### config.mk
export PLATFORM = sky130hd
export DESIGN_NAME = operateUnit
export DESIGN_NICKNAME = d
export VERILOG_FILES = /design/src/rtl/pdp8Package.sv /design/src/rtl/operateUnit.sv
export SDC_FILE = /design/constraint.sdc
export NUM_CORES = 1
export LEC_CHECK = 0
export BUFFER_PORTS_ARGS = -buffer_cell sky130_fd_sc_hd__buf_2
export CAP_MARGIN = 15
export CORE_ASPECT_RATIO = 0.6
export CORE_MARGIN = 2
export CORE_UTILIZATION = 59
export DETAILED_ROUTE_END_ITERATION = 8
export GPL_TIMING_DRIVEN = 0
export PLACE_DENSITY_LB_ADDON = 0.05
export SLEW_MARGIN = 20
export SYNTH_ARGS = -nofsm -noshare
export SYNTH_HDL_FRONTEND = slang
export SYNTH_SLANG_ARGS = --single-unit
### constraint.sdc
create_clock -name vclk -period 4.6
set_clock_uncertainty 0.15 [all_clocks]
set_input_delay 0.23 -clock vclk [all_inputs]
set_output_delay 0.23 -clock vclk [all_outputs]
set_load 0.01 [all_outputs]
### src/rtl/pdp8Package.sv
/* shared types and constants for the PDP-8/L-like core
   memory latencies are in CLOCK cycles and must fit in LATENCY_WIDTH bits */
`default_nettype none

package pdp8Package;

    localparam int WORD_WIDTH    = 12;     // data and address width
    localparam int CORE_DEPTH    = 4096;   // words of local core
    localparam int READ_CYCLES   = 4;      // accepted start to read data
    localparam int WRITE_CYCLES  = 3;      // writeValid to writeDone, at least 2
    localparam int LATENCY_WIDTH = 3;      // memory latency counter width

    typedef logic [WORD_WIDTH-1:0] word_t;

    localparam word_t AUTO_INDEX_BASE = 12'o0010;   // eight words 0010..0017

    // major state, which kind of memory cycle runs next
    typedef enum logic [2:0] {
        MS_START,
        MS_FETCH,
        MS_DEFER,
        MS_EXEC,
        MS_DEPOSIT,
        MS_EXAMINE
    } majorState_e;

    // time state, position within one read-modify-write cycle
    typedef enum logic [2:0] {
        TS_IDLE,
        TS_READ,
        TS_MODIFY,
        TS_WRITE,
        TS_FINISH
    } timeState_e;

    // instruction register bits 11:9
    typedef enum logic [2:0] {
        OP_AND = 3'd0,
        OP_TAD = 3'd1,
        OP_ISZ = 3'd2,
        OP_DCA = 3'd3,
        OP_JMS = 3'd4,
        OP_JMP = 3'd5,
        OP_IOT = 3'd6,
        OP_OPR = 3'd7
    } opcode_e;

    // console commands, accepted only while halted
    typedef enum logic [2:0] {
        CMD_LOAD_ADDRESS,
        CMD_DEPOSIT,
        CMD_EXAMINE,
        CMD_START,
        CMD_CONTINUE
    } consoleCmd_e;

endpackage

`default_nettype wire
### src/rtl/operateUnit.sv
/* combinational operate and AND/TAD logic, zero latency
   group 3 (EAE) words leave AC and link unchanged */
`timescale 1ns/1ps
`default_nettype none

module operateUnit (
    input  pdp8Package::word_t i_instruction,
    input  pdp8Package::word_t i_acc,
    input  pdp8Package::word_t i_memData,
    input  pdp8Package::word_t i_switchReg,
    input  logic               i_link,
    output pdp8Package::word_t o_oprAcc,
    output pdp8Package::word_t o_memRefAcc,
    output logic               o_oprLink,
    output logic               o_memRefLink,
    output logic               o_skip
);
    import pdp8Package::*;

    word_t g1Acc, rotAcc, g2Acc, tadSum;
    logic  g1Link, rotLink, g2Skip, tadCarry;
    logic  group1, group2;

    assign group1 = ~i_instruction[8];
    assign group2 = i_instruction[8] & ~i_instruction[0];

    ////////////////////////////////////////
    // group 1

    always_comb begin
        g1Acc  = i_instruction[7] ? '0 : i_acc;       // CLA
        g1Link = i_instruction[6] ? 1'b0 : i_link;    // CLL
        g1Acc  = i_instruction[5] ? ~g1Acc : g1Acc;   // CMA
        g1Link = g1Link ^ i_instruction[4];           // CML
        {g1Link, g1Acc} = {g1Link, g1Acc} + 13'(i_instruction[0]);   // IAC carries into link
        case (i_instruction[3:1])
            3'b001:  {rotLink, rotAcc} = {g1Link, g1Acc[5:0], g1Acc[11:6]};      // BSW
            3'b010:  {rotLink, rotAcc} = {g1Acc, g1Link};                        // RAL
            3'b011:  {rotLink, rotAcc} = {g1Acc[10:0], g1Link, g1Acc[11]};       // RTL
            3'b100:  {rotLink, rotAcc} = {g1Acc[0], g1Link, g1Acc[11:1]};        // RAR
            3'b101:  {rotLink, rotAcc} = {g1Acc[1:0], g1Link, g1Acc[11:2]};      // RTR
            default: {rotLink, rotAcc} = {g1Link, g1Acc};   // both directions, no rotate
        endcase
    end

    // group 2, skip sense flipped by bit 3
    assign g2Skip = ((i_instruction[6] & i_acc[11])
                   | (i_instruction[5] & (i_acc == '0))
                   | (i_instruction[4] & i_link)) ^ i_instruction[3];
    assign g2Acc  = (i_instruction[7] ? '0 : i_acc)
                  | (i_instruction[2] ? i_switchReg : '0);   // CLA then OSR

    assign o_oprAcc  = group1 ? rotAcc : (group2 ? g2Acc : i_acc);
    assign o_oprLink = group1 ? rotLink : i_link;
    assign o_skip    = group2 & g2Skip;

    ////////////////////////////////////////
    // memory reference arithmetic

    assign {tadCarry, tadSum} = {1'b0, i_acc} + {1'b0, i_memData};

    always_comb begin
        o_memRefAcc  = i_acc;
        o_memRefLink = i_link;
        case (opcode_e'(i_instruction[11:9]))
            OP_AND: o_memRefAcc = i_acc & i_memData;
            OP_TAD: begin
                o_memRefAcc  = tadSum;
                o_memRefLink = i_link ^ tadCarry;   // carry out flips link
            end
            default: ;
        endcase
    end

endmodule

`default_nettype wire

==> results.md <==
- RSZ-0062 raised after global routing: no
- Fin. Hold Viols: 0
- Yosys top cell area share: 7.13%
- Sum Neg Setup Slack: 0 ns
- Synth top area cells: ha_1, xnor2_1, a21oi_1
- Final period utilization: a little over nine tenths
- CP Max Fanout: 10
- Least-Margin Pin Slew: 0.977 ns
- WHS Endpoint: o_skip
- Global route total overflow: 0
- Antenna Nets Post-Route: 0
- Power density cells: around 130 nW/um^2
- Number of cell rows: 18
- Reg area: 0 sq um
- Core ar.: 4050 sq um
- CP endpoint kind: output port
- Setup crit start: i_instruction[7]
- Die Wd: 87.3 microns
- Cell with the most instances after synthesis: a21oi_1
- FFs & Latches: 0
- Slew Viols, Final: 0
- First-iteration detailed-routing DRC count: about 540
- Hold crit path type: primary input to output port
- MaxCap Viol Count: 0
- WL final: roughly 9200 microns
- Hold depth: 3
- Non-filler instance count after layout: roughly 500
- Largest net degree at the start of global routing: 11
- Max Freq: roughly 0.22 GHz
- Post-CTS Setup Inserts: 0
- Area growth syn-to-layout: 17.5%
- Port bufs: about 70
- Clock buf count: 0
- Critical path class: primary input to output port
- Dpl hpwl: roughly 7200 microns
- Synthesized area per cell: roughly 6.6 sq um
- Synthesized area: about 2500 sq um
- Status: finished clean
- Unique masters post-synth: 58
- Hold Crit Start: i_instruction[0]
- Wire per inst: roughly 19 microns
- DIE AREA: approximately 4700 sq um
- Area leader, netlist: ha_1
- Synth Warn #: 0
- Worst EP required: 4.22 ns
- Global placement routability congestion: around 1.1
- Via count: about 3.4k
- Sequential cell area fraction in the yosys report: 0%
- Number of diodes: 0
- First-pass GRT wire length: around 14000 microns
- Chip Height: between 50 and 60 microns
- Headroom to the max-slew limit: around a third
- Ratio of cells with drive above 1 in the final layout: a little over a fifth
- Filler cells: 371
- GRT Util Overall: approximately 37%
- DRC: 0
- Initial antenna violation count: 0
- Post-Synthesis Cells: between 300 and 400
- # IOs: 76
- Syn_nets: between 400 and 500
- Commonest cells in the netlist: a21oi_1, nand2_1, o21ai_0, nor2_1, xnor2_1
- Cell count after placement: a little under 500
- Tmin final: roughly 4.5 ns
- Via/cell ratio: between 6 and 7
- Nets: 511
- Vias in the first global route: ~2.8k
- Power Total: 377 uW
- Static leakage power: roughly 1.2 nW
- Crit start category: primary input
- VDD IR-drop max: 0.0828 mV
- First-pass detailed-route iteration total: 6
- Final setup fails: 0
- CP Data Arrival Time: 4.11 ns
- Initial core utilization: about three fifths
-- cell type report --
class	count	area, sq um	area share, %
Multi-Input combinational cell	328	2280	79.0
Buffer	30	128	4.42
Inverter	15	56.3	1.95
Timing Repair Buffer	72	360	12.5
Tap cell	50	62.6	2.17
-- metrics by stage --
step	util, %	instance area [sq um]	hold WS (ns)	setup slack (ns)
after floorplan	-	2460	0.360	1.21
after global placement	71.0	2880	0.609	0.390
after detailed placement	71.0	2880	0.609	0.295
after CTS	71.0	2880	0.612	0.276
after global routing	71.2	2890	0.620	0.0845
final	71.2	2890	0.616	0.113
-- how the worst max path moves through the flow --
stage / endpoint / slack, ns
floorplan: o_oprAcc[8] / 1.21
global route: o_oprAcc[10] / 0.08
detailed placement: o_oprAcc[5] / 0.29
CTS: o_oprAcc[5] / 0.28
global placement: o_oprAcc[5] / 0.39
finish: o_oprAcc[9] / 0.11
-- timing repair --
action / 4_1_cts / 5_1_grt
gates resized for setup: 0 / 1
setup endpoints to repair: 0 / 1
hold buffers: 0 / 0
endpoints found under the hold margin: 0 / 0
-- kinds of logic (layout without fill, tap and decap cells) --
| family | Yosys count | in the layout | synth area share (%) |
|---|---|---|---|
| AO/OA/AOI/OAI | 151 | 151 | 44.3 |
| XOR/XNOR | 26 | 26 | 9.27 |
| adder cells (fa/ha/maj) | 15 | 15 | 7.94 |
| buffers and inverters | 45 | 117 | 7.48 |
| multiplexers | 10 | 10 | 4.07 |
| AND/OR/NAND/NOR | 126 | 126 | 26.9 |
-- power breakdown --
group | internal, mW | switching (mW)
clock | 0 | 0
combinational | 0.149 | 0.228
sequential | 0 | 0
-- critical path, stage by stage --
cell and delay (ns):
buf_2 0.15, clkbuf_1 0.44, nor2b_1 0.12, xnor2_1 0.17
ha_1 0.39, ha_1 0.39, and2_1 0.18, a32oi_2 0.09
nor3_2 0.43, xnor2_1 0.27, nand2b_1 0.17, a21oi_1 0.07
a2111oi_0 0.61, a222oi_1 0.18, buf_2 0.20
-- placed cells by master, fill, tap and decap left out, drive strengths merged, types with 3 or more instances in the layout --
cell type  count
ha            14
a31oi          4
nor3b          7
buf           84
clkbuf        18
a21oi         34
o21ai         28
inv           15
o211ai         3
nor2          25
nand3          3
nor2b         12
o21bai         6
nor3           5
xnor2         20
a221oi        17
mux2i         10
a22oi         13
xor2           6
or2            3
a21boi         3
nand4          5
nand2         33
a32oi          4
and2           8
a2111oi        5
a211oi         4
nand2b        16
o22ai          5
nor4           6
a21o           8
-- routing by layer --
metal	track usage, %	wire length, microns
met2	49.7	3440
met3	9.82	1460
met1	59.5	4180
met5	0	0
met4	3.59	76
No activity file was read; power rests on OpenSTA's default activity.
