### config.mk
export PLATFORM = sky130hd
export DESIGN_NAME = majorStateSequencer_flat
export DESIGN_NICKNAME = d
export VERILOG_FILES = /design/src/rtl/pdp8Package.sv /design/src/rtl/coreCycleIf.sv /design/src/rtl/majorStateSequencer.sv /design/src/flat_wrapper.sv
export SDC_FILE = /design/constraint.sdc
export NUM_CORES = 1
export LEC_CHECK = 0
export BUFFER_PORTS_ARGS = -buffer_cell sky130_fd_sc_hd__buf_2
export CORE_UTILIZATION = 54
export DETAILED_ROUTE_END_ITERATION = 16
export GPL_TIMING_DRIVEN = 1
export PLACE_DENSITY = 0.81
export SYNTH_ARGS = -nofsm -noshare
export SYNTH_HDL_FRONTEND = slang
export SYNTH_SLANG_ARGS = --single-unit
### constraint.sdc
create_clock -name CLOCK -period 3.8 [get_ports CLOCK]
set_clock_uncertainty 0.05 [all_clocks]
set_input_delay 0.19 -clock CLOCK [delete_from_list [all_inputs] [get_ports CLOCK]]
set_output_delay 0.19 -clock CLOCK [all_outputs]
set_load 0.02 [all_outputs]
### src/rtl/pdp8Package.sv
/* shared types and constants for the PDP-8/L-like core
   memory latencies are in CLOCK cycles and must fit in LATENCY_WIDTH bits */
`default_nettype none

package pdp8Package;

    localparam int WORD_WIDTH    = 12;     // data and address width
    localparam int CORE_DEPTH    = 4096;   // words of local core
    localparam int READ_CYCLES   = 4;      // accepted start to read data
    localparam int WRITE_CYCLES  = 3;      // writeValid to writeDone, at least 2
    localparam int LATENCY_WIDTH = 3;      // memory latency counter width

    typedef logic [WORD_WIDTH-1:0] word_t;

    localparam word_t AUTO_INDEX_BASE = 12'o0010;   // eight words 0010..0017

    // major state, which kind of memory cycle runs next
    typedef enum logic [2:0] {
        MS_START,
        MS_FETCH,
        MS_DEFER,
        MS_EXEC,
        MS_DEPOSIT,
        MS_EXAMINE
    } majorState_e;

    // time state, position within one read-modify-write cycle
    typedef enum logic [2:0] {
        TS_IDLE,
        TS_READ,
        TS_MODIFY,
        TS_WRITE,
        TS_FINISH
    } timeState_e;

    // instruction register bits 11:9
    typedef enum logic [2:0] {
        OP_AND = 3'd0,
        OP_TAD = 3'd1,
        OP_ISZ = 3'd2,
        OP_DCA = 3'd3,
        OP_JMS = 3'd4,
        OP_JMP = 3'd5,
        OP_IOT = 3'd6,
        OP_OPR = 3'd7
    } opcode_e;

    // console commands, accepted only while halted
    typedef enum logic [2:0] {
        CMD_LOAD_ADDRESS,
        CMD_DEPOSIT,
        CMD_EXAMINE,
        CMD_START,
        CMD_CONTINUE
    } consoleCmd_e;

endpackage

`default_nettype wire
### src/rtl/coreCycleIf.sv
/* one read-modify-write core cycle, only one in flight at a time
   writeData and writeValid are held until writeDone */
`timescale 1ns/1ps
`default_nettype none

interface coreCycleIf;
    import pdp8Package::*;

    logic  startValid;   // sequencer requests a cycle at address
    logic  startReady;   // memory idle, low until writeDone
    word_t address;
    word_t readData;
    logic  readValid;    // one clock pulse with readData
    word_t writeData;
    logic  writeValid;
    logic  writeDone;    // one clock pulse, word stored

    modport sequencer (
        output startValid, address, writeData, writeValid,
        input  startReady, readData, readValid, writeDone
    );

    modport memory (
        input  startValid, address, writeData, writeValid,
        output startReady, readData, readValid, writeDone
    );

endinterface

`default_nettype wire

### src/rtl/majorStateSequencer.sv
/* major/time state machine with AC, L, PC, MA, MB, IR and run flip-flop
   console commands are taken only when halted and idle; IOT runs as a plain fetch */
`timescale 1ns/1ps
`default_nettype none

module majorStateSequencer (
    input  logic                     CLOCK,
    input  logic                     RESET,
    input  logic                     i_cmdValid,
    input  pdp8Package::consoleCmd_e i_cmdCode,
    input  pdp8Package::word_t       i_switchReg,
    input  pdp8Package::word_t       i_oprAcc,
    input  pdp8Package::word_t       i_memRefAcc,
    input  logic                     i_oprLink,
    input  logic                     i_memRefLink,
    input  logic                     i_skip,
    coreCycleIf.sequencer            i_core,
    output logic                     o_cmdReady,
    output logic                     o_run,
    output logic                     o_link,
    output pdp8Package::word_t       o_acc,
    output pdp8Package::word_t       o_pc,
    output pdp8Package::word_t       o_ma,
    output pdp8Package::word_t       o_mb,
    output pdp8Package::word_t       o_instruction
);
    import pdp8Package::*;

    majorState_e majorState;
    timeState_e  timeState;
    word_t       acc, pc, ma, mb, instruction;
    word_t       switchLatch;    // switches sampled at command accept
    logic        link, run;

    opcode_e opcode;
    word_t   effAddr, nextPc;
    logic    cmdTaken, autoIndex, isHalt;

    assign opcode    = opcode_e'(instruction[11:9]);
    assign effAddr   = {instruction[7] ? ma[11:7] : 5'b0, instruction[6:0]};  // page zero or current
    assign autoIndex = (ma[11:3] == AUTO_INDEX_BASE[11:3]);
    assign isHalt    = instruction[8] & ~instruction[0] & instruction[1];   // group 2 HLT
    assign nextPc    = pc + word_t'(i_skip);

    assign o_cmdReady = ~run & (timeState == TS_IDLE);
    assign cmdTaken   = i_cmdValid & o_cmdReady;

    assign i_core.address   = ma;
    assign i_core.writeData = mb;

    assign o_run         = run;
    assign o_link        = link;
    assign o_acc         = acc;
    assign o_pc          = pc;
    assign o_ma          = ma;
    assign o_mb          = mb;
    assign o_instruction = instruction;

    always_ff @(posedge CLOCK) begin
        if (cmdTaken) switchLatch <= i_switchReg;
    end

    always_ff @(posedge CLOCK) begin
        if (RESET) begin
            majorState        <= MS_START;
            timeState         <= TS_IDLE;
            acc               <= '0;
            link              <= 1'b0;
            pc                <= '0;
            ma                <= '0;
            mb                <= '0;
            instruction       <= '0;
            run               <= 1'b0;
            i_core.startValid <= 1'b0;
            i_core.writeValid <= 1'b0;
        end else begin
            case (timeState)
                ////////////////////////////////////////
                // idle state takes a console command or starts the next cycle
                TS_IDLE: begin
                    if (run) begin
                        if (majorState == MS_START) begin   // begin a fetch
                            ma         <= pc;
                            pc         <= pc + 1'b1;
                            majorState <= MS_FETCH;
                        end
                        timeState         <= TS_READ;
                        i_core.startValid <= 1'b1;
                    end else if (cmdTaken) begin
                        case (i_cmdCode)
                            CMD_LOAD_ADDRESS: begin
                                pc <= i_switchReg;
                                ma <= i_switchReg;
                            end
                            CMD_DEPOSIT, CMD_EXAMINE: begin
                                ma                <= pc;
                                pc                <= pc + 1'b1;   // console auto-advance
                                majorState        <= (i_cmdCode == CMD_DEPOSIT) ? MS_DEPOSIT
                                                                                : MS_EXAMINE;
                                timeState         <= TS_READ;
                                i_core.startValid <= 1'b1;
                            end
                            CMD_START: begin
                                acc        <= '0;
                                link       <= 1'b0;
                                majorState <= MS_START;
                                run        <= 1'b1;
                            end
                            CMD_CONTINUE: run <= 1'b1;   // resume in current major state
                            default: ;
                        endcase
                    end
                end
                TS_READ: begin
                    if (i_core.startValid & i_core.startReady) i_core.startValid <= 1'b0;
                    if (i_core.readValid) begin
                        mb        <= i_core.readData;
                        timeState <= TS_MODIFY;
                    end
                end
                ////////////////////////////////////////
                // modify MB before writeback
                TS_MODIFY: begin
                    case (majorState)
                        MS_FETCH:   instruction <= mb;
                        MS_DEFER:   if (autoIndex) mb <= mb + 1'b1;   // 0010..0017
                        MS_EXEC: begin
                            case (opcode)
                                OP_ISZ:  mb <= mb + 1'b1;
                                OP_DCA:  mb <= acc;
                                OP_JMS:  mb <= pc;      // return address
                                default: ;
                            endcase
                        end
                        MS_DEPOSIT: mb <= switchLatch;
                        default: ;                      // examine writes back unchanged
                    endcase
                    i_core.writeValid <= 1'b1;
                    timeState         <= TS_WRITE;
                end
                TS_WRITE: if (i_core.writeDone) begin
                    i_core.writeValid <= 1'b0;
                    timeState         <= TS_FINISH;
                end
                ////////////////////////////////////////
                // finish picks the next major state
                default: begin
                    timeState  <= TS_IDLE;
                    majorState <= MS_START;
                    case (majorState)
                        MS_FETCH: begin
                            case (opcode)
                                OP_JMP: begin
                                    if (instruction[8]) begin
                                        ma         <= effAddr;
                                        majorState <= MS_DEFER;
                                    end else begin
                                        pc <= effAddr;   // direct jump
                                    end
                                end
                                OP_IOT: ;                // nothing attached, next fetch follows
                                OP_OPR: begin
                                    acc  <= i_oprAcc;
                                    link <= i_oprLink;
                                    pc   <= nextPc;      // skip adds one
                                    if (isHalt) begin
                                        run <= 1'b0;
                                        ma  <= nextPc;
                                    end
                                end
                                default: begin           // AND TAD ISZ DCA JMS
                                    ma         <= effAddr;
                                    majorState <= instruction[8] ? MS_DEFER : MS_EXEC;
                                end
                            endcase
                        end
                        MS_DEFER: begin
                            if (opcode == OP_JMP) begin
                                pc <= mb;                // indirect jump target
                            end else begin
                                ma         <= mb;
                                majorState <= MS_EXEC;
                            end
                        end
                        MS_EXEC: begin
                            case (opcode)
                                OP_AND, OP_TAD: begin
                                    acc  <= i_memRefAcc;
                                    link <= i_memRefLink;
                                end
                                OP_ISZ:  if (mb == '0) pc <= pc + 1'b1;
                                OP_DCA:  acc <= '0;
                                OP_JMS:  pc <= ma + 1'b1;   // continue after stored return
                                default: ;
                            endcase
                        end
                        default: ;                   // console cycles end here
                    endcase
                end
            endcase
        end
    end

    // memory request only pending within the read step
    assert property (@(posedge CLOCK) disable iff (RESET)
        i_core.startValid |-> timeState == TS_READ)
        else $error("startValid high outside TS_READ");

    // console ready only while halted with the memory idle
    assert property (@(posedge CLOCK) disable iff (RESET)
        o_cmdReady |-> !o_run && i_core.startReady)
        else $error("o_cmdReady high while running or memory busy");

endmodule

`default_nettype wire

### src/flat_wrapper.sv
// flat-port wrapper written by rule: the top's interface ports become plain ports
module majorStateSequencer_flat import pdp8Package::*;
  (CLOCK, RESET, i_cmdValid, i_cmdCode, i_switchReg, i_oprAcc, i_memRefAcc, i_oprLink, i_memRefLink, i_skip, o_cmdReady, o_run, o_link, o_acc, o_pc, o_ma, o_mb, o_instruction, i_core_startValid, i_core_address, i_core_writeData, i_core_writeValid, i_core_startReady, i_core_readData, i_core_readValid, i_core_writeDone);
  coreCycleIf i_core_i ();
  input  logic CLOCK;
  input  logic RESET;
  input  logic i_cmdValid;
  input  pdp8Package::consoleCmd_e i_cmdCode;
  input  pdp8Package::word_t i_switchReg;
  input  pdp8Package::word_t i_oprAcc;
  input  pdp8Package::word_t i_memRefAcc;
  input  logic i_oprLink;
  input  logic i_memRefLink;
  input  logic i_skip;
  output logic o_cmdReady;
  output logic o_run;
  output logic o_link;
  output pdp8Package::word_t o_acc;
  output pdp8Package::word_t o_pc;
  output pdp8Package::word_t o_ma;
  output pdp8Package::word_t o_mb;
  output pdp8Package::word_t o_instruction;
  output wire logic [$bits(i_core_i.startValid)-1:0] i_core_startValid;
  output wire logic [$bits(i_core_i.address)-1:0] i_core_address;
  output wire logic [$bits(i_core_i.writeData)-1:0] i_core_writeData;
  output wire logic [$bits(i_core_i.writeValid)-1:0] i_core_writeValid;
  input wire logic [$bits(i_core_i.startReady)-1:0] i_core_startReady;
  input wire logic [$bits(i_core_i.readData)-1:0] i_core_readData;
  input wire logic [$bits(i_core_i.readValid)-1:0] i_core_readValid;
  input wire logic [$bits(i_core_i.writeDone)-1:0] i_core_writeDone;
  assign i_core_startValid = i_core_i.startValid;
  assign i_core_address = i_core_i.address;
  assign i_core_writeData = i_core_i.writeData;
  assign i_core_writeValid = i_core_i.writeValid;
  assign i_core_i.startReady = i_core_startReady;
  assign i_core_i.readData = i_core_readData;
  assign i_core_i.readValid = i_core_readValid;
  assign i_core_i.writeDone = i_core_writeDone;
  majorStateSequencer u_core (.CLOCK(CLOCK), .RESET(RESET), .i_cmdValid(i_cmdValid), .i_cmdCode(i_cmdCode), .i_switchReg(i_switchReg), .i_oprAcc(i_oprAcc), .i_memRefAcc(i_memRefAcc), .i_oprLink(i_oprLink), .i_memRefLink(i_memRefLink), .i_skip(i_skip), .i_core(i_core_i), .o_cmdReady(o_cmdReady), .o_run(o_run), .o_link(o_link), .o_acc(o_acc), .o_pc(o_pc), .o_ma(o_ma), .o_mb(o_mb), .o_instruction(o_instruction));
endmodule
==> results.rst <==
.. list-table::
   :header-rows: 1

   * - Metric
     - Value
   * - Status
     - finished, final reports clean
   * - Antenna diode instance count
     - 0
   * - Total Routing Usage GR
     - 0.389
   * - Post-placement cell count
     - 981
   * - Most common library cell in the layout ignoring fill and taps
     - sky130_fd_sc_hd__buf_2
   * - I/O pin cnt
     - 149
   * - Post-Synthesis Cells
     - a little under 800
   * - Number of enable-type register cells in the synthesized netlist
     - 12
   * - Clk Latency, worst-skew pair
     - 360 ps
   * - Setup slack of the critical path after layout
     - 775 ps
   * - Overflow left after global routing
     - 0
   * - Post-synthesis sequential area ratio
     - 0.299
   * - Clock sink count
     - just over 80
   * - Core footprint
     - ~10,000 sq um
   * - Max IR drop VDD
     - about 0.27 mV
   * - Required time of the critical path
     - around 4000 ps
   * - Residual antenna-violating net count after detailed routing
     - 0
   * - Number of max-slew violations in the final report
     - 0
   * - Number of nets in the layout
     - 930
   * - Unrepaired setup endpoints after global routing
     - false
   * - Routed wire length
     - around 22 mm
   * - Library cell occupying the most area in the post-synthesis netlist
     - sky130_fd_sc_hd__dfxtp_1
   * - Number of buffers inserted to repair setup after CTS
     - 0
   * - Share of synthesized registers carrying an async set or reset
     - 0
   * - Maximum Capacitance Violations
     - 0
   * - Clock transition at path regs
     - approximately 90 ps
   * - Type of destination of the critical path
     - register
   * - Critical path peak fanout
     - 16
   * - Die Span X
     - ~110 um
   * - Initial antenna violation count
     - 0
   * - Post-route fraction of the period consumed by the critical path
     - 0.796
   * - Max frequency
     - 331 MHz
   * - Ys Warns
     - 0
   * - Setup slack at placement
     - 932 ps
   * - Final setup vio count
     - 0
   * - Transition time at the pin with the least slew margin
     - just over 1000 ps
   * - Iteration-0 DRC Markers
     - ~730
   * - Crit Path Class
     - register to register
   * - Number of global-route vias before repair
     - between 5,000 and 6,000
   * - Primary flip-flop cell chosen by synthesis mapping
     - sky130_fd_sc_hd__dfxtp_1
   * - Cell leakage power
     - roughly 0.0028 uW
   * - Net count after synthesis
     - 841
   * - Setup tns final
     - 0 ps
   * - Vias post-DR
     - around 6,600
   * - Final weighted congestion in routability-driven placement
     - ~1.0
   * - Number of distinct library cells after synthesis
     - 67
   * - Wire length per cell
     - between 20 and 25 um
   * - Syn-to-layout area delta
     - 13.9%
   * - Number of buffers added to fix hold violations after cts
     - 8
   * - Pwr Density
     - approximately 600 nW/um^2
   * - Final Critical Period
     - 3030 ps
   * - Via-per-instance ratio
     - 6.59
   * - Flip-flop and latch count after synthesis
     - slightly above 80
   * - Post-CTS resize count
     - 0
   * - Htree depth
     - 3
   * - Proportion of netlist area held by the largest area contributor
     - 0.238
   * - Number of buffers and inverters on the critical path
     - 0
   * - Wire length of the first global-routing pass
     - 33.5 mm
   * - Final std cells w/o fill
     - between 1,000 and 1,500
   * - Initial cell density of the core
     - 0.563
   * - Post-route DRC
     - 0
   * - Share of final-layout standard cells stronger than drive strength 1
     - 0.230
   * - Most used cells in the layout excluding fill and tap cells
     - 148 x sky130_fd_sc_hd__buf_2, 98 x sky130_fd_sc_hd__nor2_1, 76 x sky130_fd_sc_hd__nand2_1
   * - Height of the die
     - between 100 and 150 um
   * - Category of the worst setup path launch point
     - register
   * - TritonCTS clock tree
     - built
   * - Dpl hpwl
     - 15.7 mm
   * - Critical Path AT
     - ~3200 ps
   * - CTS Root Buffer Type
     - sky130_fd_sc_hd__clkbuf_8
   * - Core Rows
     - 37
   * - Crit-path max cell delay
     - approximately 580 ps
   * - Detailed-routing iteration count for the pre-antenna-repair pass
     - 8
   * - CP max-delay cell
     - sky130_fd_sc_hd__nor2_4
   * - Maximum number of pins on one net before global-route repair
     - between 40 and 50
   * - Placed Instance Area
     - around 6400 sq um
   * - I/O Buffers
     - ~150
   * - Post-synthesis area per instance
     - about 7.6 sq um
   * - Final hold violation count
     - 0
   * - Worst-case headroom to the max-slew limit
     - 0.318
   * - Cell family contributing the most delay on the critical path
     - simple AND/OR/NAND/NOR gates
   * - CTS Buffer Depth
     - 2
   * - Number of CTS-inserted buffers
     - 9
   * - Post-Synthesis Cell Area
     - 5890 sq um
   * - Most area-consuming cells after synthesis
     - sky130_fd_sc_hd__dfxtp_1 24%, sky130_fd_sc_hd__nor2_1 6.2%, sky130_fd_sc_hd__edfxtp_1 6.1%
   * - Critical path, cell by cell
     - nor4b_1, a211oi_1, nand2b_1, nor2_4, o221ai_1, o211a_1
   * - HP Class
     - input pin to register
   * - Die footprint
     - 11,300 sq um
   * - Final cell area excluding filler cells
     - 6710 sq um
-- cell type report --
| type | instances | area (sq um) |
|---|---|---|
| clock inverter | 6 | 58.8 |
| clock buffer | 10 | 128 |
| sequential | 82 | 1760 |
| inverter | 12 | 45.0 |
| timing repair buffer | 175 | 963 |
| fill | 978 | 3760 |
| tap | 136 | 170 |
| multi-input combinational | 584 | 3580 |
-- worst paths after layout --
check	slack (ps)	endpoint	start	cells past startpoint
hold / removal	10	u_core.switchLatch[5]	i_switchReg[5]	1
setup / recovery	770	u_core.i_core.address[8]	u_core.o_run	6
setup reg to reg	770	u_core.i_core.address[8]	u_core.o_run	6
hold reg to reg	450	u_core.o_link	u_core.o_link	2
-- flip-flops by register name (all words and copies together), names as in the netlist --
| name | flops |
|---|---|
| u_core.i_core.address | 12 |
| u_core.i_core.writeData | 12 |
| u_core.o_acc | 12 |
| u_core.o_instruction | 12 |
| u_core.o_pc | 12 |
| u_core.switchLatch | 12 |
| u_core.majorState | 3 |
| u_core.timeState | 3 |
| u_core.i_core.startValid | 1 |
| u_core.i_core.writeValid | 1 |
| u_core.o_link | 1 |
| u_core.o_run | 1 |
-- cells by family after synthesis --
kind of cell / synth area share
compound gates: 0.280
xor+xnor: 0.0580
fa+ha+maj: 0.0128
buf+inv: 0.0946
flops: 0.299
mux: 0.0289
simple gates: 0.226
-- power breakdown --
group / internal, uW / switching (uW)
clock: 301 / 340
sequential: 1050 / 320
combinational: 693 / 1300
total: 2040 / 1960
-- synth_stat cells (4+ instances only) --
cell type	n
sky130_fd_sc_hd__nand2_1	76
sky130_fd_sc_hd__buf_2	31
sky130_fd_sc_hd__nand3_1	25
sky130_fd_sc_hd__and3_1	7
sky130_fd_sc_hd__clkbuf_1	35
sky130_fd_sc_hd__nor3_1	21
sky130_fd_sc_hd__nor2_1	98
sky130_fd_sc_hd__a222oi_1	9
sky130_fd_sc_hd__a22o_1	10
sky130_fd_sc_hd__ha_1	6
sky130_fd_sc_hd__nor4b_1	4
sky130_fd_sc_hd__edfxtp_1	12
sky130_fd_sc_hd__a21oi_1	68
sky130_fd_sc_hd__nor4_1	7
sky130_fd_sc_hd__dfxtp_1	70
sky130_fd_sc_hd__a31oi_1	5
sky130_fd_sc_hd__a211oi_2	8
sky130_fd_sc_hd__a211oi_1	17
sky130_fd_sc_hd__a22oi_1	16
sky130_fd_sc_hd__o21ai_0	46
sky130_fd_sc_hd__or3_1	6
sky130_fd_sc_hd__xnor2_1	19
sky130_fd_sc_hd__nor3b_1	4
sky130_fd_sc_hd__inv_1	12
sky130_fd_sc_hd__o22ai_1	4
sky130_fd_sc_hd__a211o_1	10
sky130_fd_sc_hd__nand3b_1	6
sky130_fd_sc_hd__o211ai_1	10
sky130_fd_sc_hd__buf_4	27
sky130_fd_sc_hd__mux2i_1	17
sky130_fd_sc_hd__nand4_1	6
sky130_fd_sc_hd__xor2_1	20
sky130_fd_sc_hd__o21bai_1	4
-- per-stage QoR --
| step | hold WS (ps) | total power, uW | utilization |
|---|---|---|---|
| 2_1_floorplan | 239 | 2760 | - |
| 3_3_place_gp | 348 | 3270 | 0.616 |
| 3_5_place_dp | 350 | 3310 | 0.616 |
| 4_1_cts | 1.35 | 3940 | 0.641 |
| 5_1_grt | 5.60 | 4230 | 0.641 |
| 6_report | 12.4 | 4000 | 0.641 |
-- per-layer routing --
| layer | global-route usage | up-vias | wire length, um |
|---|---|---|---|
| li1 | - | 2972 | - |
| met1 | 0.530 | 3065 | 8860 |
| met2 | 0.586 | 502 | 9540 |
| met3 | 0.0650 | 86 | 2530 |
| met4 | 0.209 | 0 | 1100 |
| met5 | 0 | - | 0 |
Power figures use the tool's default switching activity.
